**config.mk**
```make
export PLATFORM = sky130hd
export DESIGN_NAME = board_status_top
export DESIGN_NICKNAME = d
export VERILOG_FILES = /design/src/rtl/board_pkg.sv /design/src/rtl/display_source.sv /design/src/rtl/seg7_scanner.sv /design/src/rtl/status_leds.sv /design/src/rtl/seg7_driver.sv /design/src/rtl/board_status_top.sv
export SDC_FILE = /design/constraint.sdc
export NUM_CORES = 1
export LEC_CHECK = 0
export ABC_CLOCK_PERIOD_IN_PS = 5800
export BUFFER_PORTS_ARGS = -buffer_cell sky130_fd_sc_hd__buf_4
export CAP_MARGIN = 20
export CORE_UTILIZATION = 49
export CTS_BUF_LIST = sky130_fd_sc_hd__clkbuf_2
export CTS_CLUSTER_DIAMETER = 40
export DETAILED_ROUTE_END_ITERATION = 6
export PLACE_DENSITY = 0.74
export SLEW_MARGIN = 20
export SYNTH_ARGS = -nofsm -noshare
export SYNTH_HDL_FRONTEND = slang
export SYNTH_SLANG_ARGS = --single-unit
```
**constraint.sdc**
```tcl
create_clock -name CORE_CLK -period 5.8 [get_ports CORE_CLK]
set_clock_uncertainty 0.2 [all_clocks]
set_input_delay 0.29 -clock CORE_CLK [delete_from_list [all_inputs] [get_ports CORE_CLK]]
set_output_delay 0.29 -clock CORE_CLK [all_outputs]
set_load 0.1 [all_outputs]
```
**src/rtl/board_pkg.sv**
```systemverilog
// Segment patterns are active high with bit 7 as decimal point; periods are board defaults
`default_nettype none

package board_pkg;

    localparam int N_DIGITS     = 8;
    localparam int DIGIT_BITS   = $clog2(N_DIGITS);
    localparam int MARQUEE_LEN  = 16;
    localparam int MARQUEE_BITS = $clog2(MARQUEE_LEN);

    typedef logic [31:0]         word_t;
    typedef logic [7:0]          byte_t;
    typedef logic [7:0]          seg_t;   // {dp, a, b, c, d, e, f, g}
    typedef logic [N_DIGITS-1:0] an_t;    // Active low, one bit per digit
    typedef logic [2:0]          rgb_t;   // {blue, green, red}

    typedef enum logic [1:0] {
        PRIV_U = 2'd0,
        PRIV_S = 2'd1,
        PRIV_M = 2'd3                     // Code 2 is reserved
    } priv_t;

    localparam rgb_t RGB_BLUE  = 3'b100;
    localparam rgb_t RGB_GREEN = 3'b010;
    localparam rgb_t RGB_RED   = 3'b001;

    // Hex digits 0..F
    localparam seg_t SEG_FONT_HEX [16] = '{
        8'h7e, 8'h30, 8'h6d, 8'h79,
        8'h33, 8'h5b, 8'h5f, 8'h70,
        8'h7f, 8'h7b, 8'h77, 8'h1f,
        8'h4e, 8'h3d, 8'h4f, 8'h47
    };

    // Digit 0 is rightmost, so the board reads "ArchProc"
    localparam seg_t SEG_BANNER [N_DIGITS] = '{
        8'h0d, 8'h1d, 8'h05, 8'h67,       // c o r P
        8'h17, 8'h0d, 8'h05, 8'h77        // h c r A
    };

    localparam seg_t SEG_MARQUEE [MARQUEE_LEN] = '{
        8'h00, 8'h00, 8'h00, 8'h00, 8'h00, 8'h00, 8'h00,
        8'h0e, 8'h1d, 8'h7d, 8'h3d,       // L o a d
        8'h10, 8'h15, 8'hfb,              // i n g
        8'h80, 8'h80                      // Trailing dots
    };

    // Breathing LED
    localparam int PWM_BITS       = 12;
    localparam int BLINK_BITS     = 4;
    localparam int BREATH_START_B = 0;
    localparam int BREATH_START_G = 64;
    localparam int BREATH_START_R = 512;
    localparam int BREATH_STEP_B  = 2;
    localparam int BREATH_STEP_G  = 3;
    localparam int BREATH_STEP_R  = 5;

    localparam int SCAN_DIV_DEFAULT      = 16000;       // Dwell per digit at 8 MHz
    localparam int MARQUEE_LOG2_DEFAULT  = 25;
    localparam int HEARTBEAT_DIV_DEFAULT = 32000000;

endpackage

`default_nettype wire

```
**src/rtl/display_source.sv**
```systemverilog
// Every kbd/mouse strobe is taken; display value lags buttons and history by one cycle
`timescale 1ns/1ps
`default_nettype none

module display_source (
    input  wire                   CORE_CLK,
    input  wire                   CORE_RST_X,
    input  wire                   i_kbd_we,
    input  wire board_pkg::byte_t i_kbd_data,
    input  wire                   i_mouse_we,
    input  wire board_pkg::byte_t i_mouse_data,
    input  wire                   i_btn_u,
    input  wire                   i_btn_d,
    input  wire                   i_btn_c,
    input  wire                   i_btn_l,
    input  wire                   i_btn_r,
    input  wire board_pkg::word_t i_core_pc,
    input  wire board_pkg::word_t i_core_ir,
    output board_pkg::word_t      o_disp_value
);

    board_pkg::word_t history;    // {mouse prev, mouse new, key prev, key new}
    board_pkg::word_t sel_value;

    // Two-deep byte history per source
    always_ff @(posedge CORE_CLK) begin
        if (!CORE_RST_X) begin
            history <= '0;
        end else begin
            if (i_kbd_we) begin
                history[15:0] <= {history[7:0], i_kbd_data};
            end
            if (i_mouse_we) begin
                history[31:16] <= {history[23:16], i_mouse_data};
            end
        end
    end

    always_comb begin
        if (i_btn_u || i_btn_d || i_btn_c) begin
            sel_value = '0;                 // Blank view wins over left/right
        end else if (i_btn_l) begin
            sel_value = i_core_pc;
        end else if (i_btn_r) begin
            sel_value = i_core_ir;
        end else begin
            sel_value = history;
        end
    end

    always_ff @(posedge CORE_CLK) begin
        if (!CORE_RST_X) begin
            o_disp_value <= '0;
        end else begin
            o_disp_value <= sel_value;
        end
    end

endmodule

`default_nettype wire

```
**src/rtl/seg7_scanner.sv**
```systemverilog
// Candidate patterns are sampled once per dwell; MARQUEE_LOG2 must be at least 1
`timescale 1ns/1ps
`default_nettype none

module seg7_scanner #(
    parameter int SCAN_DIV     = board_pkg::SCAN_DIV_DEFAULT,
    parameter int MARQUEE_LOG2 = board_pkg::MARQUEE_LOG2_DEFAULT
) (
    input  wire                   CORE_CLK,
    input  wire                   CORE_RST_X,
    input  wire board_pkg::word_t i_disp_value,
    input  wire                   i_loading,
    output board_pkg::an_t        o_an_next,
    output board_pkg::seg_t       o_hex_seg,
    output board_pkg::seg_t       o_banner_seg,
    output board_pkg::seg_t       o_marquee_seg
);

    localparam int DWELL_W = (SCAN_DIV > 1) ? $clog2(SCAN_DIV) : 1;

    logic [DWELL_W-1:0]                dwell_cnt;
    logic [board_pkg::DIGIT_BITS-1:0]  digit;
    logic [MARQUEE_LOG2-1:0]           step_cnt;     // Loading cycles, wraps
    logic [board_pkg::MARQUEE_BITS-1:0] mq_offset;
    logic [board_pkg::MARQUEE_BITS-1:0] mq_index;
    logic [3:0]                        nibble;
    logic                              scan_tick;

    assign scan_tick = (dwell_cnt == '0);
    assign nibble    = i_disp_value[digit*4 +: 4];

    // Leftmost digit shows the entry at the offset, the text moves left
    assign mq_index  = mq_offset + board_pkg::MARQUEE_BITS'(board_pkg::N_DIGITS - 1)
                     - board_pkg::MARQUEE_BITS'(digit);

    // Dwell counter
    always_ff @(posedge CORE_CLK) begin
        if (!CORE_RST_X) begin
            dwell_cnt <= '0;
        end else if (dwell_cnt == DWELL_W'(SCAN_DIV - 1)) begin
            dwell_cnt <= '0;
        end else begin
            dwell_cnt <= dwell_cnt + 1'b1;
        end
    end

    // Digit select and per-digit patterns
    always_ff @(posedge CORE_CLK) begin
        if (!CORE_RST_X) begin
            digit         <= '0;
            o_an_next     <= '1;                  // No digit lit
            o_hex_seg     <= '0;
            o_banner_seg  <= '0;
            o_marquee_seg <= '0;
        end else if (scan_tick) begin
            digit         <= digit + 1'b1;
            o_an_next     <= ~(board_pkg::an_t'(1) << digit);
            o_hex_seg     <= board_pkg::SEG_FONT_HEX[nibble];
            o_banner_seg  <= board_pkg::SEG_BANNER[digit];
            o_marquee_seg <= board_pkg::SEG_MARQUEE[mq_index];
        end
    end

    // Marquee scroll, only advances while a load runs
    always_ff @(posedge CORE_CLK) begin
        if (!CORE_RST_X) begin
            step_cnt  <= '0;
            mq_offset <= '0;
        end else if (i_loading) begin
            step_cnt <= step_cnt + 1'b1;
            if (step_cnt == '0) begin
                mq_offset <= mq_offset + 1'b1;  // First step on first loading cycle
            end
        end
    end

endmodule

`default_nettype wire

```
**src/rtl/status_leds.sv**
```systemverilog
// Breathing and blink counters free-run from reset; a reserved privilege code shows dark
`timescale 1ns/1ps
`default_nettype none

module status_leds #(
    parameter int HEARTBEAT_DIV = board_pkg::HEARTBEAT_DIV_DEFAULT
) (
    input  wire                   CORE_CLK,
    input  wire                   CORE_RST_X,
    input  wire                   i_boot_wait,
    input  wire                   i_init_done,
    input  wire board_pkg::priv_t i_priv,
    output board_pkg::rgb_t       o_rgb,
    output logic                  o_heartbeat
);

    localparam int HB_W    = (HEARTBEAT_DIV > 1) ? $clog2(HEARTBEAT_DIV) : 1;
    localparam int PWM_W   = board_pkg::PWM_BITS;
    localparam int PHASE_W = PWM_W + 1;          // Top bit flips the duty direction
    localparam int N_CH    = $bits(board_pkg::rgb_t);

    // Channel 0 is red, matching the rgb_t bit order
    localparam logic [PHASE_W-1:0] PHASE_START [N_CH] = '{
        PHASE_W'(board_pkg::BREATH_START_R),
        PHASE_W'(board_pkg::BREATH_START_G),
        PHASE_W'(board_pkg::BREATH_START_B)
    };
    localparam logic [PHASE_W-1:0] PHASE_STEP [N_CH] = '{
        PHASE_W'(board_pkg::BREATH_STEP_R),
        PHASE_W'(board_pkg::BREATH_STEP_G),
        PHASE_W'(board_pkg::BREATH_STEP_B)
    };

    logic [PWM_W-1:0]                pwm_cnt;
    logic [PHASE_W-1:0]              phase [N_CH];
    logic [board_pkg::BLINK_BITS-1:0] blink_cnt;
    logic [HB_W-1:0]                 hb_cnt;
    board_pkg::rgb_t                 breath;
    board_pkg::rgb_t                 priv_rgb;

    always_ff @(posedge CORE_CLK) begin
        if (!CORE_RST_X) begin
            pwm_cnt   <= '0;
            blink_cnt <= '0;
            for (int ch = 0; ch < N_CH; ch++) begin
                phase[ch] <= PHASE_START[ch];
            end
        end else begin
            pwm_cnt   <= pwm_cnt + 1'b1;
            blink_cnt <= blink_cnt + 1'b1;
            if (pwm_cnt == '0) begin
                for (int ch = 0; ch < N_CH; ch++) begin
                    phase[ch] <= phase[ch] + PHASE_STEP[ch];
                end
            end
        end
    end

    always_comb begin
        for (int ch = 0; ch < N_CH; ch++) begin
            if (phase[ch][PHASE_W-1]) begin
                breath[ch] = (phase[ch][PWM_W-1:0] < pwm_cnt);   // Fading out
            end else begin
                breath[ch] = (phase[ch][PWM_W-1:0] >= pwm_cnt);
            end
        end
    end

    always_comb begin
        case (i_priv)
            board_pkg::PRIV_U: priv_rgb = board_pkg::RGB_BLUE;
            board_pkg::PRIV_S: priv_rgb = board_pkg::RGB_GREEN;
            board_pkg::PRIV_M: priv_rgb = board_pkg::RGB_RED;
            default:           priv_rgb = '0;
        endcase
    end

    always_ff @(posedge CORE_CLK) begin
        if (!CORE_RST_X) begin
            o_rgb <= '0;
        end else if (i_boot_wait) begin
            o_rgb <= breath;
        end else if (!i_init_done || (blink_cnt != '0)) begin
            o_rgb <= '0;                          // Short blink, one cycle per period
        end else begin
            o_rgb <= priv_rgb;
        end
    end

    // Heartbeat
    always_ff @(posedge CORE_CLK) begin
        if (!CORE_RST_X) begin
            hb_cnt      <= '0;
            o_heartbeat <= 1'b0;
        end else begin
            hb_cnt <= (hb_cnt == HB_W'(HEARTBEAT_DIV - 1)) ? '0 : hb_cnt + 1'b1;
            if (hb_cnt == '0) begin
                o_heartbeat <= ~o_heartbeat;
            end
        end
    end

endmodule

`default_nettype wire

```
**src/rtl/seg7_driver.sv**
```systemverilog
// Outputs are active low for a common-anode board and update on the same edge
`timescale 1ns/1ps
`default_nettype none

module seg7_driver (
    input  wire                   CORE_CLK,
    input  wire                   CORE_RST_X,
    input  wire board_pkg::an_t   i_an_next,
    input  wire board_pkg::seg_t  i_hex_seg,
    input  wire board_pkg::seg_t  i_banner_seg,
    input  wire board_pkg::seg_t  i_marquee_seg,
    input  wire                   i_loading,
    input  wire                   i_init_done,
    output board_pkg::an_t        o_an,
    output board_pkg::seg_t       o_sg
);

    board_pkg::seg_t mode_seg;

    // Loading marquee takes priority over the banner
    always_comb begin
        if (i_loading) begin
            mode_seg = i_marquee_seg;
        end else if (!i_init_done) begin
            mode_seg = i_banner_seg;
        end else begin
            mode_seg = i_hex_seg;
        end
    end

    always_ff @(posedge CORE_CLK) begin
        if (!CORE_RST_X) begin
            o_an <= '1;
            o_sg <= '1;                           // All segments dark
        end else begin
            o_an <= i_an_next;
            o_sg <= ~mode_seg;
        end
    end

endmodule

`default_nettype wire

```
**src/rtl/board_status_top.sv**
```systemverilog
// Display is two cycles behind a dwell start; periods may be shortened for simulation
`timescale 1ns/1ps
`default_nettype none

module board_status_top #(
    parameter int SCAN_DIV      = board_pkg::SCAN_DIV_DEFAULT,
    parameter int MARQUEE_LOG2  = board_pkg::MARQUEE_LOG2_DEFAULT,
    parameter int HEARTBEAT_DIV = board_pkg::HEARTBEAT_DIV_DEFAULT
) (
    input  wire                   CORE_CLK,
    input  wire                   CORE_RST_X,
    input  wire                   i_kbd_we,
    input  wire board_pkg::byte_t i_kbd_data,
    input  wire                   i_mouse_we,
    input  wire board_pkg::byte_t i_mouse_data,
    input  wire                   i_btn_u,
    input  wire                   i_btn_d,
    input  wire                   i_btn_c,
    input  wire                   i_btn_l,
    input  wire                   i_btn_r,
    input  wire board_pkg::word_t i_core_pc,
    input  wire board_pkg::word_t i_core_ir,
    input  wire                   i_loading,
    input  wire                   i_init_done,
    input  wire                   i_boot_wait,
    input  wire board_pkg::priv_t i_priv,
    output board_pkg::seg_t       o_sg,
    output board_pkg::an_t        o_an,
    output board_pkg::rgb_t       o_rgb,
    output logic                  o_heartbeat
);

    board_pkg::word_t disp_value;
    board_pkg::an_t   an_next;
    board_pkg::seg_t  hex_seg;
    board_pkg::seg_t  banner_seg;
    board_pkg::seg_t  marquee_seg;

    display_source u_display_source (
        .CORE_CLK     (CORE_CLK),
        .CORE_RST_X   (CORE_RST_X),
        .i_kbd_we     (i_kbd_we),
        .i_kbd_data   (i_kbd_data),
        .i_mouse_we   (i_mouse_we),
        .i_mouse_data (i_mouse_data),
        .i_btn_u      (i_btn_u),
        .i_btn_d      (i_btn_d),
        .i_btn_c      (i_btn_c),
        .i_btn_l      (i_btn_l),
        .i_btn_r      (i_btn_r),
        .i_core_pc    (i_core_pc),
        .i_core_ir    (i_core_ir),
        .o_disp_value (disp_value)
    );

    seg7_scanner #(
        .SCAN_DIV     (SCAN_DIV),
        .MARQUEE_LOG2 (MARQUEE_LOG2)
    ) u_seg7_scanner (
        .CORE_CLK      (CORE_CLK),
        .CORE_RST_X    (CORE_RST_X),
        .i_disp_value  (disp_value),
        .i_loading     (i_loading),
        .o_an_next     (an_next),
        .o_hex_seg     (hex_seg),
        .o_banner_seg  (banner_seg),
        .o_marquee_seg (marquee_seg)
    );

    seg7_driver u_seg7_driver (
        .CORE_CLK      (CORE_CLK),
        .CORE_RST_X    (CORE_RST_X),
        .i_an_next     (an_next),
        .i_hex_seg     (hex_seg),
        .i_banner_seg  (banner_seg),
        .i_marquee_seg (marquee_seg),
        .i_loading     (i_loading),
        .i_init_done   (i_init_done),
        .o_an          (o_an),
        .o_sg          (o_sg)
    );

    status_leds #(
        .HEARTBEAT_DIV (HEARTBEAT_DIV)
    ) u_status_leds (
        .CORE_CLK    (CORE_CLK),
        .CORE_RST_X  (CORE_RST_X),
        .i_boot_wait (i_boot_wait),
        .i_init_done (i_init_done),
        .i_priv      (i_priv),
        .o_rgb       (o_rgb),
        .o_heartbeat (o_heartbeat)
    );

endmodule

`default_nettype wire

```
==> out/results.txt <==
Status = finished clean
Reg-to-Reg End = u_seg7_scanner.o_marquee_seg[2]$_SDFFE_PN0N_
Hold-fix buffers at CTS = 145
Post-synthesis average cell area = 9.05 µm²
Highest Signal Layer = met4
Xor/xnor cell area share of the yosys netlist = 7.07%
Total setup buffers inserted after CTS = 0
Finish-stage setup viols = 0
Worst EP arrival = 3.73 ns
Yosys top cell area share = 34.2%
Max rail drop VDD = 0.000150 V
Total congestion overflow = 0
H-tree levels = 2
Via density per instance = 5.28
Yosys reg bits = 237
Post-synth top cells = nor2_1 (239), dfxtp_1 (199), nand2_1 (81)
Residual DRC count = 0
Setup_tns = 0 ns
Post-Route M1 WL = 12,100 µm
Layout cell share with drive strength beyond 1 = 14.1%
Hold Fails Final Rpt = 0
CTS tree = yes
# port buffers = 113
Vias in the first global route = 10,148
Worst-case clock buffer depth = 3
Yosys warning total = 0
Pin count of the biggest net entering global routing = 100
RSZ-0062 raised after global routing = false
Simple-Gate Fraction of Synth Area = 21.2%
Std cell rows = 56
Met2 wire length = 14,300 µm
Critical path type = reg2reg
Resized cells post-CTS = 0
Core outline area = 23,400 µm²
Fin Hold WS = 0.182 ns
Area leader, netlist = dfxtp_1
GRT Total Usage = 24.1%
Compound-cell area share of the yosys netlist = 8.51%
Num CTS Buffers = 58
DRT iter0 DRCs = 544
R2r startpoint = u_seg7_scanner.digit[2]$_SDFFE_PN0N_
Initial Util = 49.7%
Final WL = 29,000 µm
Unique cell type count in the Yosys netlist = 57
Initial antenna violation count = 1
Pins Over Slew Limit = 0
Routability congestion estimate from global placement = 0.812
Sequential share of the synthesized area = 44.0%
Reg2reg path depth = 10
Max Fclk = 315 MHz
Synth Area in Adders = 7.59%
Die width = 156 µm
Post-Synthesis Cells = 1,286
Clk sinks = 237
I/O pin count = 114
Min-Delay Endpoint = u_display_source.o_disp_value[1]$_SDFF_PP0_
CTS root buffer = clkbuf_2
Met3 WL = 1740 µm
Tcrit/Tclk final = 54.8%
Crit path time final = 3.18 ns
Setup slack, reg-to-reg = 2.62 ns
Die footprint = 24,400 µm²
Final ANT Viol Nets = 0
Die Y = 156 µm
Clk_lat worst skew = 0.83 ns
DR WL/cell = 15.1 µm
Top post-synthesis cells by area = dfxtp_1 (34%), edfxtp_1 (9.8%), nor2_1 (7.7%)
Hold Path Depth = 6
Hold path startpoint = i_core_ir[1]
NumNets Final = 1,716
Top_reg_cell synth = dfxtp_1
PD cells = 253 nW/µm²
CP Launch Type = register
Worst Path Required = 6.35 ns
Filler instances = 2,000
Max-cap violations = 0
Most frequent cell after synthesis = nor2_1
Worst setup EP type = register
Hold Crit Class = in2reg
Netlist Area Pre-Place = 11,600 µm²
Number of enable flip-flop cells after synthesis = 38
Drt pass-1 iters = 5
Synthesized Nets = 1,450
Max FO, Critical Path = 20
Ys async rst share = 0%
P_leak = 6.01 nW
First-pass GRT wire length = 47,600 µm
Worst-path clk slew = 0.11 ns
DPL Wire Length = 17,200 µm
Worst relative slew slack = 27.4%
P&R area growth vs syn = 26.1%
DR vias = 10,149
Post-synthesis mux area share = 8.10%
Largest family of logic cells by synthesized area = simple AND/OR/NAND/NOR gates
Worst-Margin Slew = 1.09 ns
-- cell usage in the layout (no fill, tap or decap), types with 43 or more instances in the layout --
cell and count:
inv_1 50, dfxtp_1 199, xor2_1 52, a21oi_1 78, nand2_1 80, o21ai_0 43
buf_4 116, mux2i_1 75, nand3_1 53, dlygate4sd3_1 145, nor2_1 239, clkbuf_2 81
ha_1 69
-- cell families after synthesis --
kind of cell               Yosys count
AOI/OAI and AO/OA                  170
xor gates and xnor gates            94
adders and majority gates           70
buffers and inverters              107
DFF                                237
muxes                               84
and+or+nand+nor                    524
-- worst max-delay path: stages, from the launching register on --
cell and delay (ns):
dfxtp_1 0.74, inv_2 0.25, ha_1 0.34, inv_1 0.05
fa_1 0.43, xnor2_1 0.15, xnor2_1 0.44, nor3_1 0.12
a21oi_1 0.15, nand3_1 0.09, a21oi_1 0.17
-- layout make-up --
cell class | instances | area, µm² | share of cell area, %
Tap cell | 319 | 399 | 2.72
Timing Repair Buffer | 261 | 2320 | 15.8
Sequential cell | 237 | 5120 | 34.9
Antenna cell | 1 | 2.50 | 0.0171
Inverter | 52 | 196 | 1.34
Clock inverter | 29 | 114 | 0.776
Multi-Input combinational cell | 942 | 6110 | 41.6
Clock buffer | 81 | 405 | 2.76
-- flip-flops by register name, indices dropped and copies added, names as in the netlist, 5 cells and up --
register and cells:
u_seg7_scanner.o_hex_seg 7, u_display_source.history 32, u_status_leds.phase 38, u_seg7_scanner.o_banner_seg 5, u_status_leds.pwm_cnt 12, u_seg7_scanner.step_cnt 25, u_status_leds.hb_cnt 25, u_seg7_scanner.o_an_next 8
u_seg7_scanner.o_marquee_seg 8, u_seg7_driver.o_sg 8, u_display_source.o_disp_value 32, u_seg7_driver.o_an 8, u_seg7_scanner.dwell_cnt 14
-- metal layers --
metal | track usage, % | up-vias
li1 | - | 5023
met1 | 27.6 | 4755
met2 | 42.6 | 288
met3 | 5.58 | 83
met4 | 10.9 | 0
met5 | 0 | -
-- power breakdown --
group | switching [mW] | total [mW] | leakage, nW | internal, mW
Combinational | 0.407 | 0.756 | 3.58 | 0.349
Clock | 0.682 | 1.07 | 0.391 | 0.384
Sequential | 0.107 | 1.89 | 2.03 | 1.78
-- stage by stage --
step | power [mW] | area (µm²) | cells | utilization, % | setup WS [ns]
2_1_floorplan | 2.39 | 11600 | 1286 | - | 2.96
3_3_place_gp | 2.55 | 12700 | 1666 | 54.3 | 2.63
5_1_grt | 3.92 | 14700 | 1922 | 62.7 | 2.29
6_report | 3.71 | 14700 | 1922 | 62.7 | 2.62
3_5_place_dp | 2.57 | 12700 | 1666 | 54.3 | 2.63
4_1_cts | 3.72 | 14700 | 1921 | 62.7 | 2.62
-- worst max-delay path by stage --
stage | from | endpoint | slack, ns | depth (start not counted)
after floorplan | u_seg7_scanner.digit[1]$_SDFFE_PN0N_ | u_seg7_scanner.o_marquee_seg[3]$_SDFFE_PN0N_ | 2.96 | 12
after global placement | u_seg7_scanner.digit[2]$_SDFFE_PN0N_ | u_seg7_scanner.o_marquee_seg[2]$_SDFFE_PN0N_ | 2.63 | 10
after detailed placement | u_seg7_scanner.digit[2]$_SDFFE_PN0N_ | u_seg7_scanner.o_marquee_seg[2]$_SDFFE_PN0N_ | 2.63 | 10
after CTS | u_seg7_scanner.digit[2]$_SDFFE_PN0N_ | u_seg7_scanner.o_marquee_seg[2]$_SDFFE_PN0N_ | 2.62 | 10
after global routing | u_seg7_scanner.digit[2]$_SDFFE_PN0N_ | u_seg7_scanner.o_marquee_seg[2]$_SDFFE_PN0N_ | 2.29 | 10
final | u_seg7_scanner.digit[2]$_SDFFE_PN0N_ | u_seg7_scanner.o_marquee_seg[2]$_SDFFE_PN0N_ | 2.62 | 10
No activity file was read; power rests on OpenSTA's default activity.
